===== src/rtl/screenPkg.sv =====
package screenPkg;

	// Playing field
	localparam int ScreenWidth = 320;
	localparam int ScreenHeight = 240;
	localparam int TrackDepth = ScreenWidth * ScreenHeight;

	// Sixteen orientations of 32 by 32 pixels in the atlas
	localparam int SpriteSize = 32;
	localparam int SpriteCount = 16;
	localparam int AtlasDepth = SpriteCount * SpriteSize * SpriteSize;

	typedef logic [8:0] xCoordT;
	typedef logic [7:0] yCoordT;

	// 2 bits per channel
	typedef logic [5:0] colourT;

	typedef logic [16:0] trackAddressT;
	typedef logic [13:0] spriteAddressT;

	// Purple in the atlas means the track shows through
	localparam colourT TransparentColour = 6'b100010;

	// Green on the track is wall
	localparam colourT WallColour = 6'b001100;

endpackage


===== src/rtl/pixelIf.sv =====
interface pixelIf;

	logic valid;
	logic [8:0] x;
	logic [7:0] y;
	logic [5:0] colour;

	modport source (
		output valid, x, y, colour
	);

	modport sink (
		input valid, x, y, colour
	);

endinterface


===== src/rtl/backgroundPainter.sv =====
module backgroundPainter (
	input logic Clock,
	input logic set_reset_signals,
	input logic request,
	input logic move,
	output logic trackRead,
	output screenPkg::trackAddressT trackAddress,
	input screenPkg::colourT trackColour,
	pixelIf.source pixel,
	output logic done
);

	import screenPkg::*;

	xCoordT x;
	yCoordT y;
	xCoordT xDelayed;
	yCoordT yDelayed;
	logic validDelayed;
	logic scanOver;
	logic lastPixel;
	logic lastDelayed;
	logic lastDelayedTwice;

	assign trackRead = request && !done && !scanOver;
	assign trackAddress = trackAddressT'(y * ScreenWidth + x);
	assign lastPixel = x == xCoordT'(ScreenWidth - 1) && y == yCoordT'(ScreenHeight - 1);

	always_ff @(posedge Clock) begin
		if (set_reset_signals || move) begin
			x <= '0;
			y <= '0;
			scanOver <= 1'b0;
			done <= 1'b0;
		end else begin
			if (trackRead) begin
				if (lastPixel) begin
					x <= '0;
					y <= '0;
					scanOver <= 1'b1;
				end else if (x == xCoordT'(ScreenWidth - 1)) begin
					x <= '0;
					y <= y + 8'd1;
				end else begin
					x <= x + 9'd1;
				end
			end
			// Last beat leaves the arbiter two cycles after its address
			if (lastDelayedTwice) begin
				done <= 1'b1;
			end
		end
	end

	always_ff @(posedge Clock) begin
		if (set_reset_signals) begin
			validDelayed <= 1'b0;
			lastDelayed <= 1'b0;
			lastDelayedTwice <= 1'b0;
		end else begin
			validDelayed <= trackRead;
			lastDelayed <= trackRead && lastPixel;
			lastDelayedTwice <= lastDelayed;
		end
	end

	// Coordinates follow the memory latency
	always_ff @(posedge Clock) begin
		xDelayed <= x;
		yDelayed <= y;
	end

	assign pixel.valid = validDelayed;
	assign pixel.x = xDelayed;
	assign pixel.y = yDelayed;
	assign pixel.colour = trackColour;

endmodule


===== src/flat_wrapper.sv =====
// flat-port wrapper written by rule: the top's interface ports become plain ports
module backgroundPainter_flat import screenPkg::*;
  (Clock, set_reset_signals, request, move, trackRead, trackAddress, trackColour, done, pixel_valid, pixel_x, pixel_y, pixel_colour);
  pixelIf pixel_i ();
  input logic Clock;
  input logic set_reset_signals;
  input logic request;
  input logic move;
  output logic trackRead;
  output screenPkg::trackAddressT trackAddress;
  input screenPkg::colourT trackColour;
  output logic done;
  output wire logic [$bits(pixel_i.valid)-1:0] pixel_valid;
  output wire logic [$bits(pixel_i.x)-1:0] pixel_x;
  output wire logic [$bits(pixel_i.y)-1:0] pixel_y;
  output wire logic [$bits(pixel_i.colour)-1:0] pixel_colour;
  assign pixel_valid = pixel_i.valid;
  assign pixel_x = pixel_i.x;
  assign pixel_y = pixel_i.y;
  assign pixel_colour = pixel_i.colour;
  backgroundPainter u_core (.Clock(Clock), .set_reset_signals(set_reset_signals), .request(request), .move(move), .trackRead(trackRead), .trackAddress(trackAddress), .trackColour(trackColour), .pixel(pixel_i), .done(done));
endmodule

===== config.mk =====
export PLATFORM = sky130hd
export DESIGN_NAME = backgroundPainter_flat
export DESIGN_NICKNAME = d
export VERILOG_FILES = /design/src/rtl/screenPkg.sv /design/src/rtl/pixelIf.sv /design/src/rtl/backgroundPainter.sv /design/src/flat_wrapper.sv
export SDC_FILE = /design/constraint.sdc
export NUM_CORES = 1
export LEC_CHECK = 0
export BUFFER_PORTS_ARGS = -buffer_cell sky130_fd_sc_hd__buf_2
export CORE_MARGIN = 5
export CORE_UTILIZATION = 30
export DETAILED_ROUTE_END_ITERATION = 12
export GPL_TIMING_DRIVEN = 0
export SYNTH_ARGS = -nofsm -noshare
export SYNTH_HDL_FRONTEND = slang
export SYNTH_SLANG_ARGS = --single-unit

===== constraint.sdc =====
create_clock -name Clock -period 2.61 [get_ports Clock]
set_clock_uncertainty 0.05 [all_clocks]
set_input_delay 0 -clock Clock [delete_from_list [all_inputs] [get_ports Clock]]
set_output_delay 0 -clock Clock [all_outputs]
set_load 0.005 [all_outputs]

==> results.cfg <==
[run_status]
status = complete, but fails checks
violations = setup timing

[critical_path]
cp_max_fo = 2
crit_path_end_kind = output pin
startpoint_type = flip-flop
r2r_end = u_core.y[3]
crit_type = reg2out
r2r_start = u_core.y[1]
cp.arrival_ps = 2600
crit_required_ps = 2560
ff2ff_path_depth = 7
rrSetupSlack_ps = 550

[die]
initial_core_util_pct = 30.7
die_x_um = 90.6
pin_count = 53
die-area_sq_um = 8210
fp-row-count = 29
die_h_um = 90.6
core_region_area_sq_um = 6350

[detailed_routing]
antenna_left = 0
wl_per_cell_um = 11.8
drt_iter0_markers = 37
drtPass1Iterations = 4
vias = 1557
drcViolationCount = 0
routed_wl_mm = 4.01
viasPerCell = 4.57

[grt]
grtUsageTotal_pct = 10.2
gr-usage-met2_pct = 16.8
grt_start_max_net_pins = 12
grt_overflow = 0
grtUsageMet1_pct = 12.3
grt_pass1_vias = 1480
grt_first_pass_wirelength_mm = 6.96
antenna_found_initial = 0
grt.busiest_layer = met2
met3_usage_pct = 3.67

[yosys]
synth_area_leaders = dfxtp_1 40%, ha_1 11%, xor2_1 5.8%, xnor2_1 4.9%, nor2_1 4.8%
synthCells = 204
synth_top_area_cell = dfxtp_1
synth_top_family_by_area = simple AND/OR/NAND/NOR gates
synth_compound_area_share_pct = 7.12
synth_xor_area_share_pct = 10.8
synth-seq-area-share_pct = 40.0
yosys.area_share.adder_pct = 13.0
synthSimpleGateAreaFrac_pct = 20.8
synth_top_area_share_pct = 40.0
synth_edf_count = 0
syn_nets = 233
synth.avg_cell_area_sq_um = 9.56
ys_ff_latch = 39
yosysUniqueCellTypes = 41
ys_warn_count = 0
synth.mux.area_fraction_pct = 0.513
async_flop_share_pct = 0
netlist_area_sq_um = 1950
ys_dominant_reg_cell = dfxtp_1

[worst_hold_path]
hold_path_class = in2reg
min_path_cells = 4
hold_start = move
min_to = u_core.y[0]

[power]
p_total_mw = 1.01
leakagePower_nw = 1.19
ir_worst_vdd_mv = 0.207
p_per_area_nw_per_um2 = 403

[timing]
fmax_mhz = 377
maxSlewViolCount = 0
hold_viol_final = 0
min_period_ps = 2650
rsz0062_at_grt = yes
tightest_slew_ps = 666
max_slew_margin_pct = 55.0
setup_ws_ps = -42.5
setup_viol = 1
fin_crit_sh_pct = 102

[clock_network]
cts_buffer_depth = 2
cts-root-buf = clkbuf_8
cts.sinks = 39
clk_pin_slew_ps = 70
tritoncts = done
numCtsBuffers = 5
worst_skew_pair.late_latency_ps = 290
htree_levels = 2

[placed_design]
hpwl_mm = 2.99
dp.cells = 327
place.gp.congestion = 0.720
portBuffers = 46

[final_layout]
final_layout_size_suffix_gt1_share_pct = 38.3
finalNetCount = 292
fillCellCount = 636
layout_commonest_cell = buf_2
num_antenna_cells = 0
final_cell_mix = 47 x buf_2, 31 x dfxtp_1, 25 x nor2_1
area_growth_pct = 28.9
layout.cells.non_filler = 341

[job]
cap_violations = 0
[synthesized netlist by cell type, drive strengths merged, types with 3 or more instances]
cell type,count
or2,4
nand4,4
dfxtp,39
nor4b,3
o21ai,6
ha,17
xor2,13
nor2b,4
a21o,3
nor3,6
nand3,4
nor2,25
nand2,10
inv,11
buf,14
and3,3
a21oi,6
xnor2,11
[repair_timing]
action	in CTS	in global routing
hold buffers	1	0
resized for setup	17	11
endpoints found under the hold margin	3	0
pin swaps	7	10
endpoints found under the setup margin	4	3
buffers inserted	5	0
[where the power goes]
part	internal, mW	total [mW]	leakage, nW	switching (mW)
sequential	0.591	0.594	0.321	0.00212
combinational	0.0196	0.0364	0.830	0.0168
clock	0.187	0.384	0.0422	0.197
total	0.798	1.01	1.19	0.216
[cell type report]
class	instances	area, sq um	share of cell area [%]
multi-input cells	139	1100	43.8
clock inverters	1	5.00	0.199
flip-flops and latches	39	806	32.1
inverters	11	41.3	1.64
well taps	77	96.3	3.83
repair buffers	52	278	11.1
clock buffers	7	76.3	3.04
plain buffers	15	110	4.38
[stage by stage]
step / TNS, ps / worst slack (ps) / hold WS (ps) / area, sq um / utilization, %
finish: -42.5 / -42.5 / 22.3 / 2510 / 39.6
global route: -313 / -217 / 50.1 / 2510 / 39.6
CTS: -81.7 / -81.7 / 17.4 / 2470 / 38.9
detailed placement: -164 / -164 / 118 / 2280 / 35.9
global placement: -143 / -143 / 118 / 2280 / 35.9
floorplan: 0 / 205 / 21.6 / 1950 / -
[layer usage]
layer,wire [um],vias up
li1,-,801
met1,1820,701
met2,1860,48
met3,247,7
met4,80,0
met5,0,-
[how the worst max path moves through the flow]
stage,from,end,depth (start not counted)
floorplan,u_core.y[1],trackAddress[15],8
global placement,u_core.y[1],trackAddress[15],9
detailed placement,u_core.y[1],trackAddress[15],9
CTS,u_core.y[3],trackAddress[15],9
global route,u_core.y[1],trackAddress[15],9
finish,u_core.y[1],trackAddress[15],9
[critical path, stage by stage (launching register included)]
cell	delay (ps)
dfxtp_4	360
ha_4	240
ha_4	160
inv_2	50
fa_2	450
nor4b_4	320
nand4_1	190
nor4b_2	270
xnor2_1	140
buf_2	130
[state kept, by name, indices dropped and copies added (netlist names)]
name	cells
u_core.done	1
u_core.lastDelayedTwice	1
u_core.scanOver	1
u_core.lastDelayed	1
u_core.pixel.x	9
u_core.x	9
u_core.pixel.valid	1
u_core.y	8
u_core.pixel.y	8
[kinds of logic (layout without fill, tap and decap cells)]
kind of cell / count (synthesis) / after routing
and+or+nand+nor: 73 / 73
DFF: 39 / 39
buffers and inverters: 26 / 86
muxes: 1 / 1
AOI/OAI and AO/OA: 22 / 22
adders and majority gates: 19 / 19
xor gates and xnor gates: 24 / 24
(Power assumes the default switching activity.)
