--- config.mk ---
export PLATFORM = sky130hd
export DESIGN_NAME = plotArbiter_flat
export DESIGN_NICKNAME = d
export VERILOG_FILES = /design/src/rtl/screenPkg.sv /design/src/rtl/pixelIf.sv /design/src/rtl/plotArbiter.sv /design/src/flat_wrapper.sv
export SDC_FILE = /design/constraint.sdc
export NUM_CORES = 1
export LEC_CHECK = 0
export BUFFER_PORTS_ARGS = -buffer_cell sky130_fd_sc_hd__buf_4
export CORE_ASPECT_RATIO = 0.9
export CORE_MARGIN = 1.5
export CORE_UTILIZATION = 30
export DETAILED_ROUTE_END_ITERATION = 6
export GPL_TIMING_DRIVEN = 0
export PLACE_DENSITY = 0.73
export SKIP_CTS_REPAIR_TIMING = 1
export SYNTH_ARGS = -nofsm -noshare
export SYNTH_HDL_FRONTEND = slang
export SYNTH_SLANG_ARGS = --single-unit
--- constraint.sdc ---
create_clock -name Clock -period 1.1 [get_ports Clock]
set_input_delay 0.165 -clock Clock [delete_from_list [all_inputs] [get_ports Clock]]
set_output_delay 0.165 -clock Clock [all_outputs]
set_load 0.02 [all_outputs]
--- src/rtl/screenPkg.sv ---
package screenPkg;

	// Playing field
	localparam int ScreenWidth = 320;
	localparam int ScreenHeight = 240;
	localparam int TrackDepth = ScreenWidth * ScreenHeight;

	// Sixteen orientations of 32 by 32 pixels in the atlas
	localparam int SpriteSize = 32;
	localparam int SpriteCount = 16;
	localparam int AtlasDepth = SpriteCount * SpriteSize * SpriteSize;

	typedef logic [8:0] xCoordT;
	typedef logic [7:0] yCoordT;

	// 2 bits per channel
	typedef logic [5:0] colourT;

	typedef logic [16:0] trackAddressT;
	typedef logic [13:0] spriteAddressT;

	// Purple in the atlas means the track shows through
	localparam colourT TransparentColour = 6'b100010;

	// Green on the track is wall
	localparam colourT WallColour = 6'b001100;

endpackage

--- src/rtl/pixelIf.sv ---
interface pixelIf;

	logic valid;
	logic [8:0] x;
	logic [7:0] y;
	logic [5:0] colour;

	modport source (
		output valid, x, y, colour
	);

	modport sink (
		input valid, x, y, colour
	);

endinterface

--- src/rtl/plotArbiter.sv ---
module plotArbiter (
	input logic Clock,
	input logic set_reset_signals,
	pixelIf.sink backgroundPixel,
	pixelIf.sink carPixel,
	input logic backgroundRead,
	input screenPkg::trackAddressT backgroundAddress,
	input logic carRead,
	input screenPkg::trackAddressT carAddress,
	output screenPkg::trackAddressT trackReadAddress,
	output logic pixelValid,
	output screenPkg::xCoordT xOut,
	output screenPkg::yCoordT yOut,
	output screenPkg::colourT colourOut
);

	// Background wins the shared port
	assign trackReadAddress = backgroundRead ? backgroundAddress : (carRead ? carAddress : '0);

	always_ff @(posedge Clock) begin
		if (set_reset_signals) begin
			pixelValid <= 1'b0;
		end else begin
			pixelValid <= backgroundPixel.valid || carPixel.valid;
		end
	end

	always_ff @(posedge Clock) begin
		if (backgroundPixel.valid) begin
			xOut <= backgroundPixel.x;
			yOut <= backgroundPixel.y;
			colourOut <= backgroundPixel.colour;
		end else if (carPixel.valid) begin
			xOut <= carPixel.x;
			yOut <= carPixel.y;
			colourOut <= carPixel.colour;
		end
	end

endmodule

--- src/flat_wrapper.sv ---
// flat-port wrapper written by rule: the top's interface ports become plain ports
module plotArbiter_flat 
  (Clock, set_reset_signals, backgroundRead, backgroundAddress, carRead, carAddress, trackReadAddress, pixelValid, xOut, yOut, colourOut, backgroundPixel_valid, backgroundPixel_x, backgroundPixel_y, backgroundPixel_colour, carPixel_valid, carPixel_x, carPixel_y, carPixel_colour);
  pixelIf backgroundPixel_i ();
  pixelIf carPixel_i ();
  input logic Clock;
  input logic set_reset_signals;
  input logic backgroundRead;
  input screenPkg::trackAddressT backgroundAddress;
  input logic carRead;
  input screenPkg::trackAddressT carAddress;
  output screenPkg::trackAddressT trackReadAddress;
  output logic pixelValid;
  output screenPkg::xCoordT xOut;
  output screenPkg::yCoordT yOut;
  output screenPkg::colourT colourOut;
  input wire logic [$bits(backgroundPixel_i.valid)-1:0] backgroundPixel_valid;
  input wire logic [$bits(backgroundPixel_i.x)-1:0] backgroundPixel_x;
  input wire logic [$bits(backgroundPixel_i.y)-1:0] backgroundPixel_y;
  input wire logic [$bits(backgroundPixel_i.colour)-1:0] backgroundPixel_colour;
  input wire logic [$bits(carPixel_i.valid)-1:0] carPixel_valid;
  input wire logic [$bits(carPixel_i.x)-1:0] carPixel_x;
  input wire logic [$bits(carPixel_i.y)-1:0] carPixel_y;
  input wire logic [$bits(carPixel_i.colour)-1:0] carPixel_colour;
  assign backgroundPixel_i.valid = backgroundPixel_valid;
  assign backgroundPixel_i.x = backgroundPixel_x;
  assign backgroundPixel_i.y = backgroundPixel_y;
  assign backgroundPixel_i.colour = backgroundPixel_colour;
  assign carPixel_i.valid = carPixel_valid;
  assign carPixel_i.x = carPixel_x;
  assign carPixel_i.y = carPixel_y;
  assign carPixel_i.colour = carPixel_colour;
  plotArbiter u_core (.Clock(Clock), .set_reset_signals(set_reset_signals), .backgroundPixel(backgroundPixel_i), .carPixel(carPixel_i), .backgroundRead(backgroundRead), .backgroundAddress(backgroundAddress), .carRead(carRead), .carAddress(carAddress), .trackReadAddress(trackReadAddress), .pixelValid(pixelValid), .xOut(xOut), .yOut(yOut), .colourOut(colourOut));
endmodule
==> results of run 1 <==
[layout make-up]
| class | instances | area (um^2) |
|---|---|---|
| Buffer | 6 | 58.8 |
| Clock buffer | 3 | 41.3 |
| Fill cell | 306 | 1490 |
| Multi-Input combinational cell | 45 | 438 |
| Timing Repair Buffer | 127 | 982 |
| Clock inverter | 1 | 30.0 |
| Tap cell | 46 | 57.6 |
| Sequential cell | 24 | 711 |
[cell usage in the layout, fill, tap and decap left out]
cell | netlist | routed
buf_4 | 0 | 123
mux2_2 | 23 | 23
edfxtp_1 | 23 | 23
a22o_1 | 16 | 16
buf_6 | 5 | 6
clkbuf_8 | 0 | 3
buf_2 | 2 | 2
nand2_1 | 2 | 2
nor2b_4 | 1 | 1
o21ai_1 | 0 | 1
buf_8 | 0 | 1
or2_2 | 1 | 1
nor2b_1 | 1 | 1
bufinv_16 | 0 | 1
clkbuf_16 | 0 | 1
dfxtp_1 | 1 | 1
[final timing paths]
path                          start              endpoint
setup / recovery            carRead  trackReadAddress[14]
hold / removal    set_reset_signals     u_core.pixelValid
[cell families after synthesis]
group	count (synthesis)
compound gates	17
simple gates	5
flops	24
buf+inv	7
mux	23
[metrics by stage]
| step | instances | setup slack, ps | area [um^2] | util [%] |
|---|---|---|---|---|
| after detailed placement | 246 | -121 | 2200 | 57.8 |
| after global placement | 246 | -95.5 | 2200 | 57.8 |
| after global routing | 252 | 3.09 | 2320 | 60.9 |
| after floorplan | 76 | 14.5 | 1210 | - |
| after CTS | 250 | -51.8 | 2270 | 59.7 |
| final | 252 | 30.9 | 2320 | 60.9 |
[sequential cells by signal (all words and copies together) (netlist names)]
signal	cells
u_core.xOut	9
u_core.colourOut	6
u_core.yOut	8
u_core.pixelValid	1
[power by group through the flow]
stage	combinational [W]	sequential, W	clock (W)
2_1_floorplan	0.000244	0.00129	0
3_3_place_gp	0.000833	0.00116	0
3_5_place_dp	0.000849	0.00117	0
4_1_cts	0.000850	0.00115	0.000769
5_1_grt	0.000913	0.00116	0.000807
6_report	0.000862	0.00115	0.000751
[metal layers]
metal,part of all wire [%],track usage [%],up-vias
met1,38,20.0,545
met3,8.0,5.12,6
met5,0,0,-
met4,1.5,5.53,0
li1,-,-,562
met2,52,30.2,66
==> impl_metrics.yaml, run 1 <==
critical_path:
  path_delay_family: "buffers and inverters"
  cp_num_cells: 5
  worstPathCellList: "buf_4 > nor2b_4 > buf_4 > a22o_1 > buf_4"
  cp_data_arrival_time_ps: 900
  start_kind: "primary input"
  crit_type: "in2out"
  path_buf_inv: 3
  crit_required_ps: 940
  cpPeakStageDelay_ps: 190
  cp_common_cell: "buf_4"
  worstSetupEndpointType: "primary output"
  crit_fanout: 4
  critPathSlowestCell: "a22o_1"
sta:
  relSlewSlack_pct: 64.4
  holdWs_ps: 55.0
  finalCritPeriodShare_pct: 97.2
  finalHoldViolations: 0
  fmax_mhz: 935
  rsz0062_at_grt: "false"
  worst_pin_slew_ps: 534
  report.final.slew_viol_count: 0
  fin_crit_ps: 1070
  finalSetupTns_ps: 0
  setup_violations: 0
cts:
  clk_path_buf_depth: 2
  clk_pin_slew_ps: 80
  clock_sinks: 24
  cts_buffers: 3
  cts_max_level: 1
  ctsRootBufferMaster: "clkbuf_8"
  cts_tree: "built"
synth:
  synthTopCellsByCount: "edfxtp_1, mux2_2, a22o_1"
  synth_top_family_by_area: "multiplexers"
  synthAdderAreaFrac_pct: 0
  ys_seq_area_share_pct: 58.5
  yosysTopAreaCellShare_pct: 56.8
  synthFlopType: "edfxtp_1"
  netlist_top_cells_area: "edfxtp_1, mux2_2, a22o_1, buf_6, dfxtp_1"
  synth_nets: 162
  synth.area.mux_share_pct: 21.3
  synth_area_mm2: 0.00121
  ys_warn_count: 0
  netlist.top_cell.by_area: "edfxtp_1"
  async_flop_share_pct: 0
  synth-edff-count: 23
  post_synth.cell_area_avg_um2: 16.0
  synth_xor_area_share_pct: 0
  syn_inst: 76
  synth_cell_types: 11
  synth-compound-area-share_pct: 11.9
  synth-simple-area-share_pct: 2.78
  synth-seq-cells: 24
global_route:
  gr-total-overflow: 0
  grt_max_degree: 25
  antenna_found_initial: 0
  grt_pass1_vias: 1216
  grt_pass1_wl_mm: 5.93
  grt_usage_pct: 17.2
pwr:
  pwr_density_cell_mw_per_mm2: 1190
  switching_share_pct: 24.3
  clockPowerShare_pct: 27.2
  p_int_w: 0.00209
  p_leak_nw: 1.10
  ir_worst_vdd_mv: 0.781
  power.switching_w: 0.000670
  p_seq_share_pct: 41.5
  p_comb_share_pct: 31.3
  total_power_w: 0.00276
route:
  vias: 1179
  drt_wl_total_mm: 3.89
  post_drt_wl_per_cell_um: 15.4
  postRouteAntennaNets: 0
  drc: 0
  viasPerCell: 4.68
  first_pass_iters: 4
  drtIter0Drc: 68
cells_and_area:
  nNetsFinal: 293
  diodes: 0
  drive_gt1_share_pct: 78.6
  areaGrowthSynthToFinish_pct: 90.8
floorplanning:
  core_mm2: 0.00381
  die_w_um: 70.1
  die_area_mm2: 0.00444
  start_util_pct: 31.9
  ios: 127
  die_height_um: 63.4
  rows: 21
placement:
  io_buffers: 124
  place.gp.congestion: 0.821
job:
  max-cap-violations: 0
min_path:
  min_path_type: "in2reg"
  holdPathStages: 2
status:
  status: "complete, no violations"
No activity file was read; power rests on OpenSTA's default activity.
==> run 2, diff against run 1 <==
- BUFFER_PORTS_ARGS: -buffer_cell sky130_fd_sc_hd__buf_4 -> -buffer_cell sky130_fd_sc_hd__buf_2
==> run 2 against run 1 <==
  * Global-route usage shrank 4.4 points
  * First-iteration DRC count down 34%
  * Count of clock-buffer cells in the layout rose by 1
  * Sequential power about the same
  * Clock power fell by 25%
  * Fmax is 2.5% higher
  * Final cell count shrank 1.2%
  * Combinational power decreased by 22%
==> impl_metrics.yaml, run 2 (same netlist as run 1, synthesis figures left out) <==
cells_and_area:
  drive_gt1_share_pct: 78.3
  top_register: "u_core.xOut"
  largest_register_ffs: 9
  nNetsFinal: 290
  final_cell_mix: "buf_2, mux2_2, edfxtp_1, a22o_1, buf_6"
  fin_util_pct: 51.2
  n_fill_cell: 340
  top_regs: "u_core.xOut (9), u_core.yOut (8), u_core.colourOut (6)"
  areaGrowthSynthToFinish_pct: 60.5
  layout.cells.most_common: "buf_2"
  diodes: 0
critical_path:
  cp_common_cell: "buf_2"
  path_buf_inv: 3
  crit_required_ps: 940
  path_delay_family: "buffers and inverters"
  start_kind: "primary input"
  cp_num_cells: 5
  crit_type: "in2out"
  worstPathCellList: "buf_2 > nor2b_4 > buf_6 > a22o_1 > buf_2"
  worstSetupEndpointType: "primary output"
  cpPeakStageDelay_ps: 190
  cp_data_arrival_time_ps: 880
  critPathSlowestCell: "a22o_1"
  crit_fanout: 16
global_route:
  grt_usage_pct: 12.8
  grt_pass1_vias: 1023
  gr-total-overflow: 0
  grt_pass1_wl_mm: 4.49
  antenna_found_initial: 0
  grt_max_degree: 25
sta:
  finalHoldViolations: 0
  finalSetupTns_ps: 0
  fin_crit_ps: 1040
  fmax_mhz: 959
  rsz0062_at_grt: "false"
  finalCritPeriodShare_pct: 94.8
  worst_pin_slew_ps: 519
  report.final.slew_viol_count: 0
  fin_ws_ps: 57.2
  relSlewSlack_pct: 65.4
  setup_violations: 0
route:
  drt_wl_total_mm: 3.09
  post_drt_wl_per_cell_um: 12.4
  postRouteAntennaNets: 0
  first_pass_iters: 4
  viasPerCell: 4.46
  drtIter0Drc: 45
  vias: 1111
  drc: 0
cts:
  cts_tree: "built"
  ctsRootBufferMaster: "clkbuf_8"
  cts_buffers: 3
  clock_sinks: 24
  cts_max_level: 1
  clk_path_buf_depth: 2
  clk_pin_slew_ps: 70
job:
  max-cap-violations: 0
floorplanning:
  start_util_pct: 31.9
  die_area_mm2: 0.00444
  core_mm2: 0.00381
  die_w_um: 70.1
  rows: 21
  ios: 127
  die_height_um: 63.4
min_path:
  min_path_type: "in2reg"
  worstHoldStart: "set_reset_signals"
  holdPathStages: 2
  min_to: "u_core.pixelValid"
placement:
  post-place-ws_ps: -111
  io_buffers: 124
  place.gp.congestion: 0.742
pwr:
  total_power_w: 0.00237
  pwr_density_cell_mw_per_mm2: 1220
  p_leak_nw: 0.970
  ir_worst_vdd_mv: 0.560
status:
  status: "complete, no violations"
run 2: cell count changes in the layout (fill, tap and decap cells not counted), sizes merged:
cell	delta
buf	-2
bufinv	-1
run 2: worst max path at each step:
stage,from,to,slack (ps)
after global routing,carRead,trackReadAddress[14],20
after global placement,backgroundPixel_valid,u_core.xOut[1],-110
after floorplan,backgroundPixel_valid,u_core.colourOut[0],10
after detailed placement,backgroundPixel_valid,u_core.xOut[1],-110
final,carRead,trackReadAddress[4],60
after CTS,carRead,trackReadAddress[4],-40
run 2: where the power goes:
part	switching [W]	leakage [nW]	total, W	internal [W]
clock network	0.000243	0.0288	0.000561	0.000318
logic	0.000358	0.699	0.000676	0.000317
registers	0.0000228	0.243	0.00114	0.00111
run 2: cell type report:
| cell class | count | area (um^2) | area share [%] |
|---|---|---|---|
| clock buffers | 4 | 55.1 | 2.82 |
| well taps | 46 | 57.6 | 2.95 |
| multi-input cells | 45 | 438 | 22.5 |
| flip-flops and latches | 24 | 711 | 36.5 |
| plain buffers | 6 | 55.1 | 2.82 |
| repair buffers | 124 | 633 | 32.5 |
run 2: stage by stage:
step / hold slack, ps / instance area (um^2) / std cells
floorplan: 237 / 1210 / 76
global placement: 328 / 1890 / 246
detailed placement: 339 / 1890 / 246
CTS: 66.5 / 1950 / 250
global route: 77.3 / 1950 / 249
finish: 71.4 / 1950 / 249
run 2: layer usage:
| layer | vias to the layer above | GRT usage, % | routed length (um) |
|---|---|---|---|
| li1 | 555 | - | - |
| met1 | 488 | 13.2 | 1190 |
| met2 | 66 | 25.1 | 1600 |
| met3 | 2 | 3.20 | 278 |
| met4 | 0 | 3.61 | 27 |
| met5 | - | 0 | 0 |
