===== src/rtl/screenPkg.sv =====
package screenPkg;

	// Playing field
	localparam int ScreenWidth = 320;
	localparam int ScreenHeight = 240;
	localparam int TrackDepth = ScreenWidth * ScreenHeight;

	// Sixteen orientations of 32 by 32 pixels in the atlas
	localparam int SpriteSize = 32;
	localparam int SpriteCount = 16;
	localparam int AtlasDepth = SpriteCount * SpriteSize * SpriteSize;

	typedef logic [8:0] xCoordT;
	typedef logic [7:0] yCoordT;

	// 2 bits per channel
	typedef logic [5:0] colourT;

	typedef logic [16:0] trackAddressT;
	typedef logic [13:0] spriteAddressT;

	// Purple in the atlas means the track shows through
	localparam colourT TransparentColour = 6'b100010;

	// Green on the track is wall
	localparam colourT WallColour = 6'b001100;

endpackage


===== src/rtl/racePkg.sv =====
package racePkg;

	// Counterclockwise from right, so a left turn adds one
	typedef enum logic [3:0] {
		OrientRight,
		OrientUpRightRight,
		OrientUpRight,
		OrientUpUpRight,
		OrientUp,
		OrientUpUpLeft,
		OrientUpLeft,
		OrientUpLeftLeft,
		OrientLeft,
		OrientDownLeftLeft,
		OrientDownLeft,
		OrientDownDownLeft,
		OrientDown,
		OrientDownDownRight,
		OrientDownRight,
		OrientDownRightRight
	} orientationT;

	localparam int PixelsToMove = 2;

	localparam screenPkg::xCoordT StartX = 9'd126;
	localparam screenPkg::yCoordT StartY = 8'd197;

	localparam screenPkg::xCoordT StartLineX = 9'd164;
	localparam screenPkg::xCoordT FinishLineX = 9'd126;

	// Exclusive on both sides
	localparam screenPkg::yCoordT LineWindowLow = 8'd183;
	localparam screenPkg::yCoordT LineWindowHigh = 8'd206;

	// X component of a forward step; the y component is this one a quarter turn back
	function automatic logic signed [3:0] axisStep(input logic [3:0] direction);
		case (direction)
			4'd0, 4'd1, 4'd2, 4'd14, 4'd15: axisStep = 4'(PixelsToMove);
			4'd3, 4'd13: axisStep = 4'(PixelsToMove - 1);
			4'd4, 4'd12: axisStep = 4'sd0;
			4'd5, 4'd11: axisStep = -4'(PixelsToMove - 1);
			default: axisStep = -4'(PixelsToMove);
		endcase
	endfunction

endpackage


===== src/rtl/carSteering.sv =====
module carSteering (
	input logic Clock,
	input logic set_reset_signals,
	input logic move,
	input logic startRace,
	input logic moveForward,
	input logic moveRight,
	input logic moveLeft,
	output screenPkg::xCoordT carX,
	output screenPkg::yCoordT carY,
	output racePkg::orientationT orientation
);

	import screenPkg::*;
	import racePkg::*;

	xCoordT stepX;
	yCoordT stepY;

	// Two's complement steps, y grows downward
	assign stepX = xCoordT'(axisStep(orientation));
	assign stepY = yCoordT'(-axisStep(orientation - 4'd4));

	always_ff @(posedge Clock) begin
		if (set_reset_signals || startRace) begin
			orientation <= OrientRight;
			carX <= StartX;
			carY <= StartY;
		end else if (move) begin
			if (moveForward) begin
				carX <= carX + stepX;
				carY <= carY + stepY;
			end else if (moveRight) begin
				// Clockwise
				orientation <= orientationT'(orientation - 4'd1);
			end else if (moveLeft) begin
				orientation <= orientationT'(orientation + 4'd1);
			end
		end
	end

endmodule


===== config.mk =====
export PLATFORM = sky130hd
export DESIGN_NAME = carSteering
export DESIGN_NICKNAME = d
export VERILOG_FILES = /design/src/rtl/screenPkg.sv /design/src/rtl/racePkg.sv /design/src/rtl/carSteering.sv
export SDC_FILE = /design/constraint.sdc
export NUM_CORES = 1
export LEC_CHECK = 0
export BUFFER_PORTS_ARGS = -buffer_cell sky130_fd_sc_hd__buf_4
export CELL_PAD_IN_SITES_DETAIL_PLACEMENT = 1
export CELL_PAD_IN_SITES_GLOBAL_PLACEMENT = 1
export CORE_MARGIN = 4
export CORE_UTILIZATION = 41
export CTS_CLUSTER_SIZE = 25
export DETAILED_ROUTE_END_ITERATION = 10
export PLACE_DENSITY = 0.76
export SLEW_MARGIN = 20
export SYNTH_ARGS = -nofsm -noshare
export SYNTH_HDL_FRONTEND = slang
export SYNTH_SLANG_ARGS = --single-unit

===== constraint.sdc =====
create_clock -name Clock -period 3.3 [get_ports Clock]
set_input_delay 0.165 -clock Clock [delete_from_list [all_inputs] [get_ports Clock]]
set_output_delay 0.165 -clock Clock [all_outputs]
set_load 0.01 [all_outputs]

==> impl_results.md, run 1 <==
* Result of the run: finished clean
* Clock tree from TritonCTS: built
* Dominant synthesized flop cell: dfxtp_1
* Post-Route Utilization at 50.7%
* Critical path's most frequent cell: or2_2
* GP Congestion at 0.835
* Initial core utilization at 42.2%
* Post-layout nets at about 230
* Power dissipated by switching net loads at 0.000174 W
* FP Rows at 22
* Library cell used as clock root buffer: clkbuf_8
* Minimum hold slack at 154 ps
* Clock Tree Buf Depth at 2
* Final design instance area without fill at 0.00186 mm2
* CP Data Arrival Time at 2840 ps
* Maximum number of pins on one net before global-route repair at 24
* Required time at the worst-slack endpoint at 3440 ps
* Pint at 0.000504 W
* Mapped Nets at roughly 210
* Via count normalized by instance count at 5.69
* CP Buf/Inv Count at 1
* Grt total ovfl at 0
* Input/output buffers at 27
* Cell types with the largest area share after synthesis: dfxtp_1 (31%), ha_1 (9.7%), a21oi_1 (5.8%)
* Area share of the leading cell type in the synthesized netlist at 31.1%
* Yosys warnings at 0
* DP Wirelength at between 2000 and 3000 um
* DP Area at 0.00179 mm2
* Async S/R FF share, synth at 0%
* Worst Clk Skew at 8.80 ps
* Highest ir drop seen on vdd at 0.159 mV
* Resized Gates After CTS at 0
* Number of CTS-inserted buffers at 3
* Share of the yosys chip area belonging to registers at 31.1%
* Number of post-CTS setup repair buffers at 0
* Area growth from synthesis to layout at 20.2%
* Beginning of the worst register-to-register path: orientation[1]
* Maximum operating frequency at 0.371 GHz
* Number of remaining DRC errors at 0
* Post-placement cell count at about 250
* Top cells by count, synth: dfxtp_1 (24), a21oi_1 (18), nand2_1 (17)
* Max-capacitance violation count at 0
* Worst path top cell family by delay: simple AND/OR/NAND/NOR gates
* Nature of the critical path endpoint: flop
* Minimum setup slack among reg-to-reg paths at ~600 ps
* Synth Instances at between 150 and 200
* Clock transition at path regs at ~100 ps
* Overall global routing resource usage at 16.2%
* Clock sink total at 24
* Average cell area after synthesis at 8.44 um2
* Number of violations reported at the end of detailed-routing iteration 0 at 46
* Worst max-slew margin expressed relative to the limit at 40.7%
* Hold Violations, Final at 0
* Routed WL per cell at about 15 um
* Die X-Extent at 69.4 um
* Mapped Area at 0.00155 mm2
* Total number of cells along the worst setup path at 10
* Worst path max stage delay at 430 ps
* Number of failing setup endpoints in the final timing report at 0
* RSZ-0062 raised after global routing: false
* RR Endpoint: carY[7]
* LEAKAGE at approximately 0.77 nW
* Final clock period utilization by the worst path at 81.8%
* Slew Limit Fails at 0
* Cells on worst reg2reg path at 10
* Worst-margin pin slew at between 800 and 900 ps
* Switch share at approximately a quarter
* Ordered list of cells on the worst path: or2_2 -> and2_1 -> o22a_1 -> inv_1 -> ha_1 -> nor2b_1 -> or2_2 -> o41ai_1 -> a21oi_1 -> nand3b_1
* Fraction of power consumed by sequential logic at 44.8%
* Launching element type of the critical path: flop
* Hold bufs inserted after CTS at 0
* Antenna violations before repair at 0
* Post-synth top area cell: dfxtp_1
* Total of flip-flops plus latches after synthesis at 24
* Final worst path period need at approximately 2700 ps
* Power Dens Cells at 365 mW/mm2
* DIE HEIGHT at 69.4 um
* Destination of the critical timing path: carY[7]
* Number of flops mapped to enable cells by yosys at 0
* Via count of the first global-routing pass at around 1,400
* ANT cells at 0
* Count of distinct cell types in the synthesized netlist at 44
* Total length of routed wires at 3920 um
* Launch point of the worst path: orientation[1]
* Fraction of layout instances using a drive strength above 1 at 18.3%
* Pre-antenna DRT Iters at 4
* Global-route wire length before repair at 6530 um
* Full die area at 0.00481 mm2
* Cell with the largest stage delay on the worst path: o41ai_1
* Hold WC Path Type: input port to flop
* Combinational Power Share at 15.5%
* Class of the most critical setup path: flop to flop
* Clock share of power at 39.8%
* Insertion delay to the later sink of the worst-skew pair at 280 ps
* Number of routed nets with antenna violations at 0
* Final-layout setup total negative slack at 0 ps
* Maximum fanout count along the critical path at 9
* Total via count in the routed design at 1,456
* H-tree level count at 1
* Floorplan core area at around 0.0037 mm2
* Number of cells in the finished layout apart from fillers at 256
* Most frequent cell after synthesis: dfxtp_1
* I/O pin count at 28
[worst min-delay path by stage]
stage,from,endpoint,slack (ps),cells after the start
finish,set_reset_signals,carX[8],150,3
global route,set_reset_signals,carX[8],160,3
CTS,set_reset_signals,carX[8],150,3
detailed placement,set_reset_signals,carX[8],460,3
global placement,set_reset_signals,carX[8],450,3
floorplan,set_reset_signals,carX[8],340,2
[stage by stage]
| stage | setup WS, ps | total power, W |
|---|---|---|
| floorplan | 815 | 0.000381 |
| global route | 463 | 0.000709 |
| detailed placement | 605 | 0.000416 |
| global placement | 717 | 0.000411 |
| CTS | 585 | 0.000685 |
| finish | 601 | 0.000678 |
[layer usage]
metal	track usage [%]	wire [um]	vias up
met5	0	0	-
met4	3.90	38	0
met3	3.19	118	4
met2	28.9	1980	15
met1	19.8	1780	713
li1	-	-	724
[sequential cells by signal (all words and copies together), names as in the netlist]
signal	count
carX	9
orientation	4
stepX	3
carY	8
[worst register-to-register path, cell delays in order (launching register included)]
cell and delay, ps:
dfxtp_1 410, or2_2 350, and2_1 140, o22a_1 210, inv_1 70, ha_1 210, nor2b_1 170, or2_2 300
o41ai_1 430, a21oi_1 130, nand3b_1 160
[cells by family after synthesis]
family / share of synthesized area, %
xor gates and xnor gates: 5.67
adders and majority gates: 13.6
DFF: 31.1
muxes: 1.30
AOI/OAI and AO/OA: 23.1
buffers and inverters: 2.91
and+or+nand+nor: 22.3
[power groups by stage]
stage | logic [W] | clock network, W | registers, W
after floorplan | 0.0000703 | 0 | 0.000311
after global placement | 0.000102 | 0 | 0.000310
after detailed placement | 0.000105 | 0 | 0.000310
after CTS | 0.000106 | 0.000276 | 0.000304
after global routing | 0.000119 | 0.000285 | 0.000305
final | 0.000105 | 0.000270 | 0.000303
[area by class of cell]
| cell class | count | area [um2] |
|---|---|---|
| fillers | 436 | 1800 |
| multi-input cells | 147 | 1020 |
| flip-flops and latches | 24 | 480 |
| repair buffers | 27 | 203 |
| well taps | 48 | 60.1 |
| clock buffers | 3 | 41.3 |
| clock inverters | 1 | 30.0 |
| inverters | 6 | 22.5 |
[placed cells by master (no fill, tap or decap), types with 2 or more instances in the layout]
master / instances
buf_4: 27
dfxtp_1: 24
a21oi_1: 18
nand2_1: 17
nand3_1: 13
ha_1: 12
o21ai_0: 10
nor2_1: 9
o211ai_1: 9
xnor2_1: 7
inv_1: 6
or3_1: 4
or2_2: 3
nor2b_1: 3
nand3b_1: 3
xor2_1: 3
fa_1: 3
clkbuf_8: 3
and2_1: 2
nand2b_1: 2
a21o_1: 2
mux2i_1: 2
a211oi_1: 2
o41ai_1: 2
(Power assumes the default switching activity.)
==> run 2, diff against run 1 <==
==> constraint.sdc (replaced) <==
create_clock -name Clock -period 2.5 [get_ports Clock]
set_input_delay 0.125 -clock Clock [delete_from_list [all_inputs] [get_ports Clock]]
set_output_delay 0.125 -clock Clock [all_outputs]
set_load 0.01 [all_outputs]
==> run 2 against run 1 <==
Hold slack worse by 30 ps. Non-clock buffer count rose by 7. Final cell count up 2.7%. Register-to-register slack got worse by 410 ps.
==> impl_results.md, run 2 (synthesis results as in run 1) <==
* Result of the run: finished clean
* Clock Tree Buf Depth at 2
* Maximum number of pins on one net before global-route repair at 24
* Minimum setup slack among reg-to-reg paths at around 190 ps
* Number of failing setup endpoints in the final timing report at 0
* Minimum hold slack at 124 ps
* Clock tree from TritonCTS: built
* Worst-margin pin slew at ~740 ps
* Final clock period utilization by the worst path at 92.3%
* Grt total ovfl at 0
* Destination of the critical timing path: carY[3]
* Fraction of layout instances using a drive strength above 1 at 22.3%
* Most congested layer reported by global routing: met2
* ANT cells at 0
* Clock transition at path regs at ~100 ps
* Met2 Track Usage GR at 32.4%
* Final worst path period need at around 2300 ps
* Area growth from synthesis to layout at 24.6%
* Maximum operating frequency at 0.433 GHz
* Flip-flop count of the largest register, all copies and words added at 9
* CP Data Arrival Time at 2470 ps
* Worst Clk Skew at 5.40 ps
* Insertion delay to the later sink of the worst-skew pair at 270 ps
* Max-capacitance violation count at 0
* Total via count in the routed design at 1,488
* Maximum fanout count along the critical path at 8
* Launch point of the worst path: orientation[1]
* LEAKAGE at 0.810 nW
* DIE HEIGHT at 69.4 um
* Final-layout setup total negative slack at 0 ps
* Overall global routing resource usage at 18.0%
* Beginning of the worst register-to-register path: orientation[1]
* Largest Register: carX
* Number of remaining DRC errors at 0
* Cells on worst reg2reg path at 12
* Floorplan core area at 0.00366 mm2
* Via count of the first global-routing pass at 1,484
* Total power draw at 0.000902 W
* Global routing met1 resource utilization at 21.8%
* Input/output buffers at 27
* Worst max-slew margin expressed relative to the limit at 50.3%
* Routed WL per cell at 16.2 um
* Antenna violations before repair at 0
* Nature of the critical path endpoint: flop
* Number of CTS-inserted buffers at 3
* Post-layout nets at approximately 240
* Post-placement cell count at roughly 260
* Initial core utilization at ~42%
* Die X-Extent at 69.4 um
* RSZ-0062 raised after global routing: false
* Number of cells in the finished layout apart from fillers at 263
* Hold Violations, Final at 0
* Number of violations reported at the end of detailed-routing iteration 0 at 68
* Number of routed nets with antenna violations at 0
* Launching element type of the critical path: flop
* Full die area at 0.00481 mm2
* I/O pin count at 28
* H-tree level count at 1
* M3 GR Usage at under 10%
* DP Wirelength at 3170 um
* Class of the most critical setup path: flop to flop
* FP Rows at 22
* RR Endpoint: carY[3]
* Hold bufs inserted after CTS at 0
* Global-route wire length before repair at 7090 um
* Hold WC Path Type: input port to flop
* Depth of the worst hold-timing path at 3
* Number of inserted filler cells in the final layout at 442
* Required time at the worst-slack endpoint at 2660 ps
* Most frequent cells in the layout: buf_4 (34), dfxtp_1 (23), a21oi_1 (18)
* Most common cell after layout, fill and taps aside: buf_4
* Pre-antenna DRT Iters at 4
* Power Dens Cells at 468 mW/mm2
* Highest ir drop seen on vdd at 0.224 mV
* Clock sink total at 24
* Via count normalized by instance count at 5.66
* GP Congestion at 0.885
* Total length of routed wires at 4250 um
* Leading registers by flop count: carX (9), carY (8), orientation (4)
* Library cell used as clock root buffer: clkbuf_8
* Slew Limit Fails at 0
-- run 2: through the flow --
| step | util [%] | area, um2 | setup slack [ps] |
|---|---|---|---|
| after floorplan | - | 1550 | 15.5 |
| after global placement | 50.2 | 1840 | 145 |
| after detailed placement | 50.2 | 1840 | 58.1 |
| after CTS | 52.2 | 1910 | 33.0 |
| after global routing | 52.6 | 1930 | 32.1 |
| final | 52.6 | 1930 | 193 |
-- run 2: repair_timing --
item                                    4_1_cts  5_1_grt
endpoints found under the setup margin        0        3
hold endpoints to repair                      0        0
resized for setup                             0        4
setup buffers                                 0        0
-- run 2: worst min-delay path by stage --
stage / slack, ps / start / to
after floorplan: 300 / set_reset_signals / carX[8]
after global placement: 410 / set_reset_signals / carX[8]
after detailed placement: 420 / set_reset_signals / carX[8]
after CTS: 120 / set_reset_signals / carX[8]
after global routing: 140 / set_reset_signals / carX[8]
final: 120 / set_reset_signals / carX[8]
-- run 2: critical path, cell delays in order, from the launching register on --
cell	delay [ps]
dfxtp_2	340
buf_4	150
nand3_1	70
and2_1	150
o22a_1	190
inv_1	60
ha_1	210
nor2b_1	130
buf_4	140
or4_4	410
a21oi_2	140
xnor2_1	130
nor2_1	50
-- run 2: metal layers --
metal / routed length [um] / part of all wire, %
met1: 1930 / 45
met2: 2170 / 51
met3: 125 / 2.9
met4: 19 / 0.45
met5: 0 / 0
-- run 2: area by class of cell --
type	instances	area, um2	share of cell area [%]
Clock buffer	3	41.3	2.14
Clock inverter	1	30.0	1.56
Sequential cell	24	482	25.0
Tap cell	48	60.1	3.12
Multi-Input combinational cell	147	1030	53.7
Timing Repair Buffer	34	255	13.3
Inverter	6	22.5	1.17
-- run 2: where the power goes --
| part | leakage [nW] | switching (W) | internal, W |
|---|---|---|---|
| Sequential | 0.195 | 0.00000835 | 0.000390 |
| Clock | 0.0357 | 0.000141 | 0.000214 |
| Combinational | 0.579 | 0.0000823 | 0.0000659 |
| Total | 0.810 | 0.000231 | 0.000670 |
