$ cat src/rtl/screenPkg.sv
package screenPkg;

	// Playing field
	localparam int ScreenWidth = 320;
	localparam int ScreenHeight = 240;
	localparam int TrackDepth = ScreenWidth * ScreenHeight;

	// Sixteen orientations of 32 by 32 pixels in the atlas
	localparam int SpriteSize = 32;
	localparam int SpriteCount = 16;
	localparam int AtlasDepth = SpriteCount * SpriteSize * SpriteSize;

	typedef logic [8:0] xCoordT;
	typedef logic [7:0] yCoordT;

	// 2 bits per channel
	typedef logic [5:0] colourT;

	typedef logic [16:0] trackAddressT;
	typedef logic [13:0] spriteAddressT;

	// Purple in the atlas means the track shows through
	localparam colourT TransparentColour = 6'b100010;

	// Green on the track is wall
	localparam colourT WallColour = 6'b001100;

endpackage

$ cat src/rtl/racePkg.sv
package racePkg;

	// Counterclockwise from right, so a left turn adds one
	typedef enum logic [3:0] {
		OrientRight,
		OrientUpRightRight,
		OrientUpRight,
		OrientUpUpRight,
		OrientUp,
		OrientUpUpLeft,
		OrientUpLeft,
		OrientUpLeftLeft,
		OrientLeft,
		OrientDownLeftLeft,
		OrientDownLeft,
		OrientDownDownLeft,
		OrientDown,
		OrientDownDownRight,
		OrientDownRight,
		OrientDownRightRight
	} orientationT;

	localparam int PixelsToMove = 2;

	localparam screenPkg::xCoordT StartX = 9'd126;
	localparam screenPkg::yCoordT StartY = 8'd197;

	localparam screenPkg::xCoordT StartLineX = 9'd164;
	localparam screenPkg::xCoordT FinishLineX = 9'd126;

	// Exclusive on both sides
	localparam screenPkg::yCoordT LineWindowLow = 8'd183;
	localparam screenPkg::yCoordT LineWindowHigh = 8'd206;

	// X component of a forward step; the y component is this one a quarter turn back
	function automatic logic signed [3:0] axisStep(input logic [3:0] direction);
		case (direction)
			4'd0, 4'd1, 4'd2, 4'd14, 4'd15: axisStep = 4'(PixelsToMove);
			4'd3, 4'd13: axisStep = 4'(PixelsToMove - 1);
			4'd4, 4'd12: axisStep = 4'sd0;
			4'd5, 4'd11: axisStep = -4'(PixelsToMove - 1);
			default: axisStep = -4'(PixelsToMove);
		endcase
	endfunction

endpackage

$ cat src/rtl/lapMonitor.sv
module lapMonitor (
	input logic Clock,
	input logic set_reset_signals,
	input logic startRace,
	input screenPkg::xCoordT carX,
	input screenPkg::yCoordT carY,
	output logic finishedRace
);

	import racePkg::*;

	logic pastStartLine;
	logic inWindow;

	assign inWindow = carY > LineWindowLow && carY < LineWindowHigh;

	always_ff @(posedge Clock) begin
		if (set_reset_signals) begin
			finishedRace <= 1'b1;
			pastStartLine <= 1'b0;
		end else if (startRace) begin
			finishedRace <= 1'b0;
			pastStartLine <= 1'b0;
		end else begin
			if (carX == StartLineX && inWindow) begin
				pastStartLine <= 1'b1;
			end
			// Back over the finish line after the start line
			if (!finishedRace && pastStartLine && carX == FinishLineX && inWindow) begin
				finishedRace <= 1'b1;
			end
		end
	end

endmodule

$ cat config.mk
export PLATFORM = sky130hd
export DESIGN_NAME = lapMonitor
export DESIGN_NICKNAME = d
export VERILOG_FILES = /design/src/rtl/screenPkg.sv /design/src/rtl/racePkg.sv /design/src/rtl/lapMonitor.sv
export SDC_FILE = /design/constraint.sdc
export NUM_CORES = 1
export LEC_CHECK = 0
export BUFFER_PORTS_ARGS = -buffer_cell sky130_fd_sc_hd__clkbuf_2
export CORE_AREA = 2 2 39 41
export CTS_BUF_LIST = sky130_fd_sc_hd__clkbuf_2 sky130_fd_sc_hd__clkbuf_4 sky130_fd_sc_hd__clkbuf_8
export CTS_CLUSTER_DIAMETER = 40
export CTS_CLUSTER_SIZE = 24
export DETAILED_ROUTE_END_ITERATION = 10
export DIE_AREA = 0 0 41 43
export GPL_TIMING_DRIVEN = 0
export PLACE_DENSITY = 0.35
export RECOVER_POWER = 100
export SLEW_MARGIN = 20
export SYNTH_ARGS = -nofsm -noshare
export SYNTH_HDL_FRONTEND = slang
export SYNTH_SLANG_ARGS = --single-unit
$ cat constraint.sdc
create_clock -name Clock -period 3.11 [get_ports Clock]
set_clock_uncertainty 0.2 [all_clocks]
set_input_delay 0.622 -clock Clock [delete_from_list [all_inputs] [get_ports Clock]]
set_output_delay 0.622 -clock Clock [all_outputs]
set_load 0.02 [all_outputs]
==> results of run 1 <==
[cell type report]
| class | count | area [sq um] |
|---|---|---|
| repair buffers | 19 | 92.59 |
| flip-flops and latches | 2 | 40.04 |
| inverters | 2 | 7.507 |
| clock buffers | 3 | 22.52 |
| multi-input cells | 15 | 106.4 |
| well taps | 16 | 20.02 |
| fillers | 164 | 1095 |
[synth_stat cells]
master and instances:
nor2_1 1, nor3b_1 2, nand2b_4 1, inv_1 2, o32ai_1 1, and4b_1 1
or4_4 1, dfxtp_1 2, nand3_1 4, o31ai_2 1, nor4_1 1, a21oi_1 2
[registers in the layout (all words and copies together), names as in the netlist]
register / count
pastStartLine: 1
finishedRace: 1
[power groups by stage]
stage / clock, mW / sequential (mW) / combinational (mW)
5_1_grt: 0.0630 / 0.0273 / 0.0226
3_3_place_gp: 0 / 0.0275 / 0.0210
6_report: 0.0580 / 0.0273 / 0.0201
3_5_place_dp: 0 / 0.0276 / 0.0213
4_1_cts: 0.0615 / 0.0273 / 0.0214
2_1_floorplan: 0 / 0.0287 / 0.00567
[per-layer routing]
metal | global-route usage | vias to the layer above
met5 | 0 | -
met4 | 0.1000 | 0
met3 | 0.01571 | 0
met2 | 0.09688 | 7
met1 | 0.07643 | 94
li1 | - | 119
[stage by stage]
| step | cells | setup WS, ns | hold WS [ns] | util |
|---|---|---|---|---|
| after floorplan | 19 | 1.421 | 0.2805 | - |
| after global routing | 57 | 1.452 | 0.2983 | 0.2089 |
| after detailed placement | 54 | 1.267 | 0.2753 | 0.1980 |
| final | 57 | 1.502 | 0.2714 | 0.2089 |
| after CTS | 57 | 1.502 | 0.2826 | 0.2143 |
| after global placement | 54 | 1.271 | 0.2644 | 0.1980 |
[critical path, cell delays in order]
cell	delay, ns
clkbuf_2	0.10
nand2b_4	0.14
or4_4	0.46
o31ai_1	0.22
[path summary, 6_finish.rpt]
kind / cells after the start / end / start
setup / recovery: 4 / finishedRace$_SDFFE_PP1P_ / startRace
hold / removal: 2 / finishedRace$_SDFFE_PP1P_ / finishedRace$_SDFFE_PP1P_
setup reg to reg: 3 / finishedRace$_SDFFE_PP1P_ / pastStartLine$_SDFFE_PP0P_
hold reg to reg: 2 / finishedRace$_SDFFE_PP1P_ / finishedRace$_SDFFE_PP1P_
[cell families (layout without fill, tap and decap cells)]
family / after synthesis / count (layout)
buffers and inverters: 2 / 24
AND/OR/NAND/NOR: 11 / 11
flip-flops: 2 / 2
AO/OA/AOI/OAI: 4 / 4
==> out/qor.log, run 1 <==
[layout] leading cell types in the layout, fill and taps excluded clkbuf_2, nand3_1, clkbuf_4
[logic_synthesis] number of unique standard cell types used by synthesis 12
[pwr] internal cell power 80.94 uW
[timing] count of endpoints failing hold in the final timing report 0
[pwr] part of the power in combinational logic 0.191
[timing] setup violators final 0
[layout] number of nets in the final layout 63
[logic_synthesis] top post-synthesis cells by area dfxtp_1, nand3_1, nor3b_1
[grt] global-route total usage across every layer 0.07307
[floorplanning] Cell Rows 14
[logic_synthesis] main combinational cell family by area after synthesis simple AND/OR/NAND/NOR gates
[logic_synthesis] Post-Syn Area per Cell 8.363 sq um
[status] run status finished, final reports clean
[grt] first-pass GRT wire length 800 um
[floorplanning] horizontal die dimension 41 um
[logic_synthesis] register area share after synthesis 0.2520
[logic_synthesis] Syn Nets 39
[clock_tree] Resized Gates After CTS 0
[setup_path] register-to-register setup slack 1.74 ns
[logic_synthesis] basic-gate share of the synthesized area counting and, or, nand and nor cells 0.5039
[drt] total detailed-routing wirelength 494 um
[timing] final max-slew violation count 0
[clock_tree] clock latency reported for the late side of the worst-skew pair 0.22 ns
[drt] detailed-route vias per instance 3.860
[logic_synthesis] area fraction of the dominant cell type after synthesis 0.2520
[logic_synthesis] count of warnings emitted by yosys 0
[setup_path] required time at the endpoint of the critical path 3.05 ns
[flow_run] MaxCap Viol Count 0
[drt] Max Used Layer met3
[layout] area overhead of the layout relative to synthesis 81.89%
[setup_path] Worst setup EP type flip-flop
[logic_synthesis] portion of netlist area occupied by mux cells 0
[timing] RSZ-0062 raised after global routing false
[floorplanning] Die Footprint 0.001763 sq mm
[logic_synthesis] most area-hungry cell type in the Yosys netlist dfxtp_1
[setup_path] Critical Path Source Type input port
[min_path] path type of the worst min-delay path flip-flop to flip-flop
[pwr] power consumption 105.3 uW
[layout] fraction of final layout cells with drive strength greater than 1 0.5366
[setup_path] Setup CP Type input port to flip-flop
[place] instance area after placement 274.0 sq um
[timing] worst slew margin relative to its limit 0.8367
[clock_tree] clk sink count 2
[pwr] peak supply drop 0.06660 mV
[layout] final std cell area, no fill 289.0 sq um
[timing] Tmin final 1.608 ns
[logic_synthesis] XOR/XNOR Fraction of Synth Area 0
[place] RePlAce Congestion 0.6500
[clock_tree] cell chosen for the clock root clkbuf_4
[timing] Fmax achieved 0.6218 GHz
[clock_tree] number of clock buffers inserted by TritonCTS 3
[pwr] clock network fraction of total power 0.550
[clock_tree] Worst-path clk slew 0.03 ns
[floorplanning] total I/O pin count 21
[grt] number of antenna violations at the first check in global routing 0
[logic_synthesis] Adder-Cell Fraction of Synth Area 0
[floorplanning] starting utilization of the core area 0.1148
[timing] slew at the pin with the worst max-slew slack 0.2460 ns
[clock_tree] deepest clock path buffer count 2
[pwr] proportion of power drawn by flip-flops and latches 0.259
[drt] Met1 Routed Length 193 um
[logic_synthesis] synthesized instance count 19
[clock_tree] post-CTS repair timing setup buffer count 0
[drt] violation count after the first detailed-routing iteration 2
[drt] Routed met2 length 259 um
[grt] number of global-route vias before repair 227
[setup_path] arrival time of the worst setup path 1.54 ns
[drt] Vias 220
[drt] average routed wire per standard cell 8.667 um
[clock_tree] CTS tree yes
[pwr] cell area power density 364.3 mW/mm^2
[layout] total inserted antenna cells 0
[logic_synthesis] flip-flop and latch count after synthesis 2
[setup_path] Max FO, Critical Path 3
[pwr] Leak 0.1399 nW
[drt] iteration count of the initial detailed-routing pass 2
[logic_synthesis] share of the synthesized area in compound gates (AO/OA/AOI/OAI) 0.1969
[timing] setup TNS 0 ns
[pwr] Net Sw Power 24.37 uW
[drt] post-detailed-route DRC marker count 0
[layout] most common cell after layout, fill and taps aside clkbuf_2
[drt] routed wire length on met3 40 um
[clock_tree] Hold-fix buffers, CTS 0
[floorplanning] die extent in y 43 um
[pwr] fraction of power spent switching nets 0.2314
[clock_tree] H-tree lvl count 1
[grt] pin count of the biggest net entering global routing 4
[timing] fin crit share 0.5171
[logic_synthesis] post-synthesis instance area 158.9 sq um
[place] Port-buffer cells 19
[floorplanning] area inside the core boundary 0.001384 sq mm
[grt] grt total ovfl 0
[drt] Antenna Nets Post-Route 0
Power figures use the tool's default switching activity.
==> run 2: changes to the inputs <==
--- a/config.mk
+++ b/config.mk
@@ -5,6 +5,7 @@
 export SDC_FILE = /design/constraint.sdc
 export NUM_CORES = 1
 export LEC_CHECK = 0
+export ABC_AREA = 1
 export BUFFER_PORTS_ARGS = -buffer_cell sky130_fd_sc_hd__clkbuf_2
 export CORE_AREA = 2 2 39 41
 export CTS_BUF_LIST = sky130_fd_sc_hd__clkbuf_2 sky130_fd_sc_hd__clkbuf_4 sky130_fd_sc_hd__clkbuf_8
@@ -13,7 +14,7 @@
 export DETAILED_ROUTE_END_ITERATION = 10
 export DIE_AREA = 0 0 41 43
 export GPL_TIMING_DRIVEN = 0
-export PLACE_DENSITY = 0.35
+export PLACE_DENSITY = 0.38
 export RECOVER_POWER = 100
 export SLEW_MARGIN = 20
 export SYNTH_ARGS = -nofsm -noshare
==> constraint.sdc (replaced) <==
create_clock -name Clock -period 1.5 [get_ports Clock]
set_clock_uncertainty 0.2 [all_clocks]
set_input_delay 0.3 -clock Clock [delete_from_list [all_inputs] [get_ports Clock]]
set_output_delay 0.3 -clock Clock [all_outputs]
set_load 0.02 [all_outputs]
==> run 2 against run 1 <==
Compared with the run above: via count increased by 31%; non-clock buffer count is the same; clock power increased by 100%; cell area rose by 16%; sequential cell count unchanged; clock-buffer cell count stayed put; cell count up 39%; largest power group unchanged; highest routed layer unchanged; setup slack got worse by 1.3 ns; routed wire length is 0.40% lower; total power up 110%; die area unchanged.
==> out/qor.log, run 2 <==
[status] run status finished, final reports clean
[floorplanning] Cell Rows 14
[grt] pin count of the biggest net entering global routing 3
[logic_synthesis] number of unique standard cell types used by synthesis 8
[logic_synthesis] count of warnings emitted by yosys 0
[layout] area overhead of the layout relative to synthesis 65.03%
[clock_tree] post-CTS repair timing setup buffer count 0
[timing] setup TNS 0 ns
[layout] total inserted antenna cells 0
[layout] largest registers finishedRace (1), pastStartLine (1)
[setup_path] series of cell instances along the critical path clkbuf_1
[layout] layout filler cell count 175
[timing] final max-slew violation count 0
[clock_tree] deepest clock path buffer count 2
[logic_synthesis] register area share after synthesis 0.1963
[logic_synthesis] Post-Syn Area per Cell 4.974 sq um
[logic_synthesis] most used flip-flop cell after synthesis dfxtp_1
[floorplanning] Die Footprint 0.001763 sq mm
[timing] fin crit share 0.8367
[clock_tree] Worst-path clk slew 0.03 ns
[logic_synthesis] most numerous cell in the Yosys netlist nand2_1
[setup_path] crit path buf inv count 1
[pwr] Leak 0.1994 nW
[layout] number of nets in the final layout 85
[floorplanning] area inside the core boundary 0.001384 sq mm
[logic_synthesis] most area-hungry cell type in the Yosys netlist nand2_1
[place] Detailed Place HPWL 450.2 um
[timing] slack of the critical path 0.2449 ns
[clock_tree] H-tree lvl count 1
[place] instance area after placement 319.1 sq um
[floorplanning] total I/O pin count 21
[setup_path] delay of the slowest cell on the worst path 0.31 ns
[timing] RSZ-0062 raised after global routing false
[timing] Fin Hold WS 0.07640 ns
[clock_tree] cell chosen for the clock root clkbuf_4
[drt] average routed wire per standard cell 6.228 um
[logic_synthesis] ys async rst share 0
[logic_synthesis] Syn Nets 61
[drt] post-detailed-route DRC marker count 0
[setup_path] Critical Path Source Type flip-flop
[timing] Tmin final 1.255 ns
[drt] Antenna Nets Post-Route 0
[grt] number of antenna violations at the first check in global routing 0
[timing] slew at the pin with the worst max-slew slack 0.2476 ns
[place] pre-CTS worst setup slack 0.3013 ns
[grt] global-route total usage across every layer 0.07608
[timing] worst slew margin relative to its limit 0.8356
[pwr] peak supply drop 0.2958 mV
[place] Port-buffer cells 19
[floorplanning] starting utilization of the core area 0.1474
[logic_synthesis] post-synthesis instance area 203.9 sq um
[floorplanning] horizontal die dimension 41 um
[clock_tree] clk sink count 2
[drt] violation count after the first detailed-routing iteration 3
[logic_synthesis] area fraction of the dominant cell type after synthesis 0.2577
[setup_path] Worst setup EP type output pin
[drt] Vias 289
[flow_run] MaxCap Viol Count 0
[layout] final std cell area, no fill 336.6 sq um
[setup_path] crit-path leading delay family flip-flops
[setup_path] Slowest cell on crit path dfxtp_1
[grt] first-pass GRT wire length 897 um
[clock_tree] Hold-fix buffers, CTS 0
[pwr] cell area power density 662.6 mW/mm^2
[setup_path] Setup CP Type flip-flop to output pin
[timing] count of endpoints failing hold in the final timing report 0
[grt] number of global-route vias before repair 277
[setup_path] required time at the endpoint of the critical path 1.00 ns
[layout] leading cell types in the layout, fill and taps excluded clkbuf_2, nand2_1, inv_1
[setup_path] Max FO, Critical Path 2
[place] RePlAce Congestion 0.6686
[logic_synthesis] synthesized instance count 41
[floorplanning] die extent in y 43 um
[layout] fraction of final layout cells with drive strength greater than 1 0.3492
[setup_path] arrival time of the worst setup path 0.76 ns
[min_path] path type of the worst min-delay path input port to flip-flop
[drt] total detailed-routing wirelength 492 um
[logic_synthesis] top post-synthesis cells by area nand2_1, dfxtp_1, inv_1
[logic_synthesis] number of enable flip-flop cells after synthesis 0
[clock_tree] Resized Gates After CTS 0
[layout] most common cell after layout, fill and taps aside clkbuf_2
[clock_tree] CTS tree yes
[logic_synthesis] cell types with the highest counts after synthesis nand2_1, inv_1, nor2_1
[logic_synthesis] flip-flop and latch count after synthesis 2
[clock_tree] clock latency reported for the late side of the worst-skew pair 0.22 ns
[drt] detailed-route vias per instance 3.658
[drt] iteration count of the initial detailed-routing pass 2
[grt] grt total ovfl 0
[timing] setup violators final 0
[timing] Fmax achieved 0.7967 GHz
[clock_tree] number of clock buffers inserted by TritonCTS 3
## run 2: changes by cell type after synthesis, sizes merged
cell,change
o31ai,-1
nor3b,-2
and4b,-1
nand2,+14
nor4,-1
nand2b,-1
nor2,+7
inv,+8
nor3,+1
o32ai,-1
or4,-1
## run 2: logic make-up after synthesis
family	Yosys count	synth area share
simple gates	27	0.5522
buf+inv	10	0.1841
flops	2	0.1963
compound gates	2	0.06747
## run 2: final timing paths
path                                   start  slack [ns]  cells after the start                          to
hold reg to reg   pastStartLine$_SDFFE_PP0P_        0.24                      2  pastStartLine$_SDFFE_PP0P_
setup / recovery   finishedRace$_SDFFE_PP1P_        0.24                      1                finishedRace
hold / removal             set_reset_signals        0.08                      3   finishedRace$_SDFFE_PP1P_
setup reg to reg   finishedRace$_SDFFE_PP1P_        0.40                      9   finishedRace$_SDFFE_PP1P_
## run 2: per-layer routing
| layer | routed length (um) | track usage | share of wire |
|---|---|---|---|
| met5 | 0 | 0 | 0 |
| met4 | 0 | 0.04000 | 0 |
| met3 | 72 | 0.03141 | 0.15 |
| met2 | 204 | 0.1094 | 0.41 |
| met1 | 215 | 0.09236 | 0.44 |
## run 2: where the power goes
group | switching, mW | internal (mW)
clock | 0.0282 | 0.0881
sequential | 0.000741 | 0.0556
combinational | 0.0247 | 0.0258
total | 0.0536 | 0.169
## run 2: through the flow
step           utilization  cells  total power, mW
3_5_place_dp        0.2306     76           0.1090
3_3_place_gp        0.2306     76           0.1088
2_1_floorplan            -     41          0.07850
4_1_cts             0.2468     79           0.2323
5_1_grt             0.2432     79           0.2440
6_report            0.2432     79           0.2230
## run 2: area by class of cell
cell class	count	area [sq um]	share of cell area
multi-input cells	29	122.6	0.3643
repair buffers	19	93.84	0.2788
well taps	16	20.02	0.05948
inverters	10	37.54	0.1115
clock buffers	3	22.52	0.06691
flip-flops and latches	2	40.04	0.1190
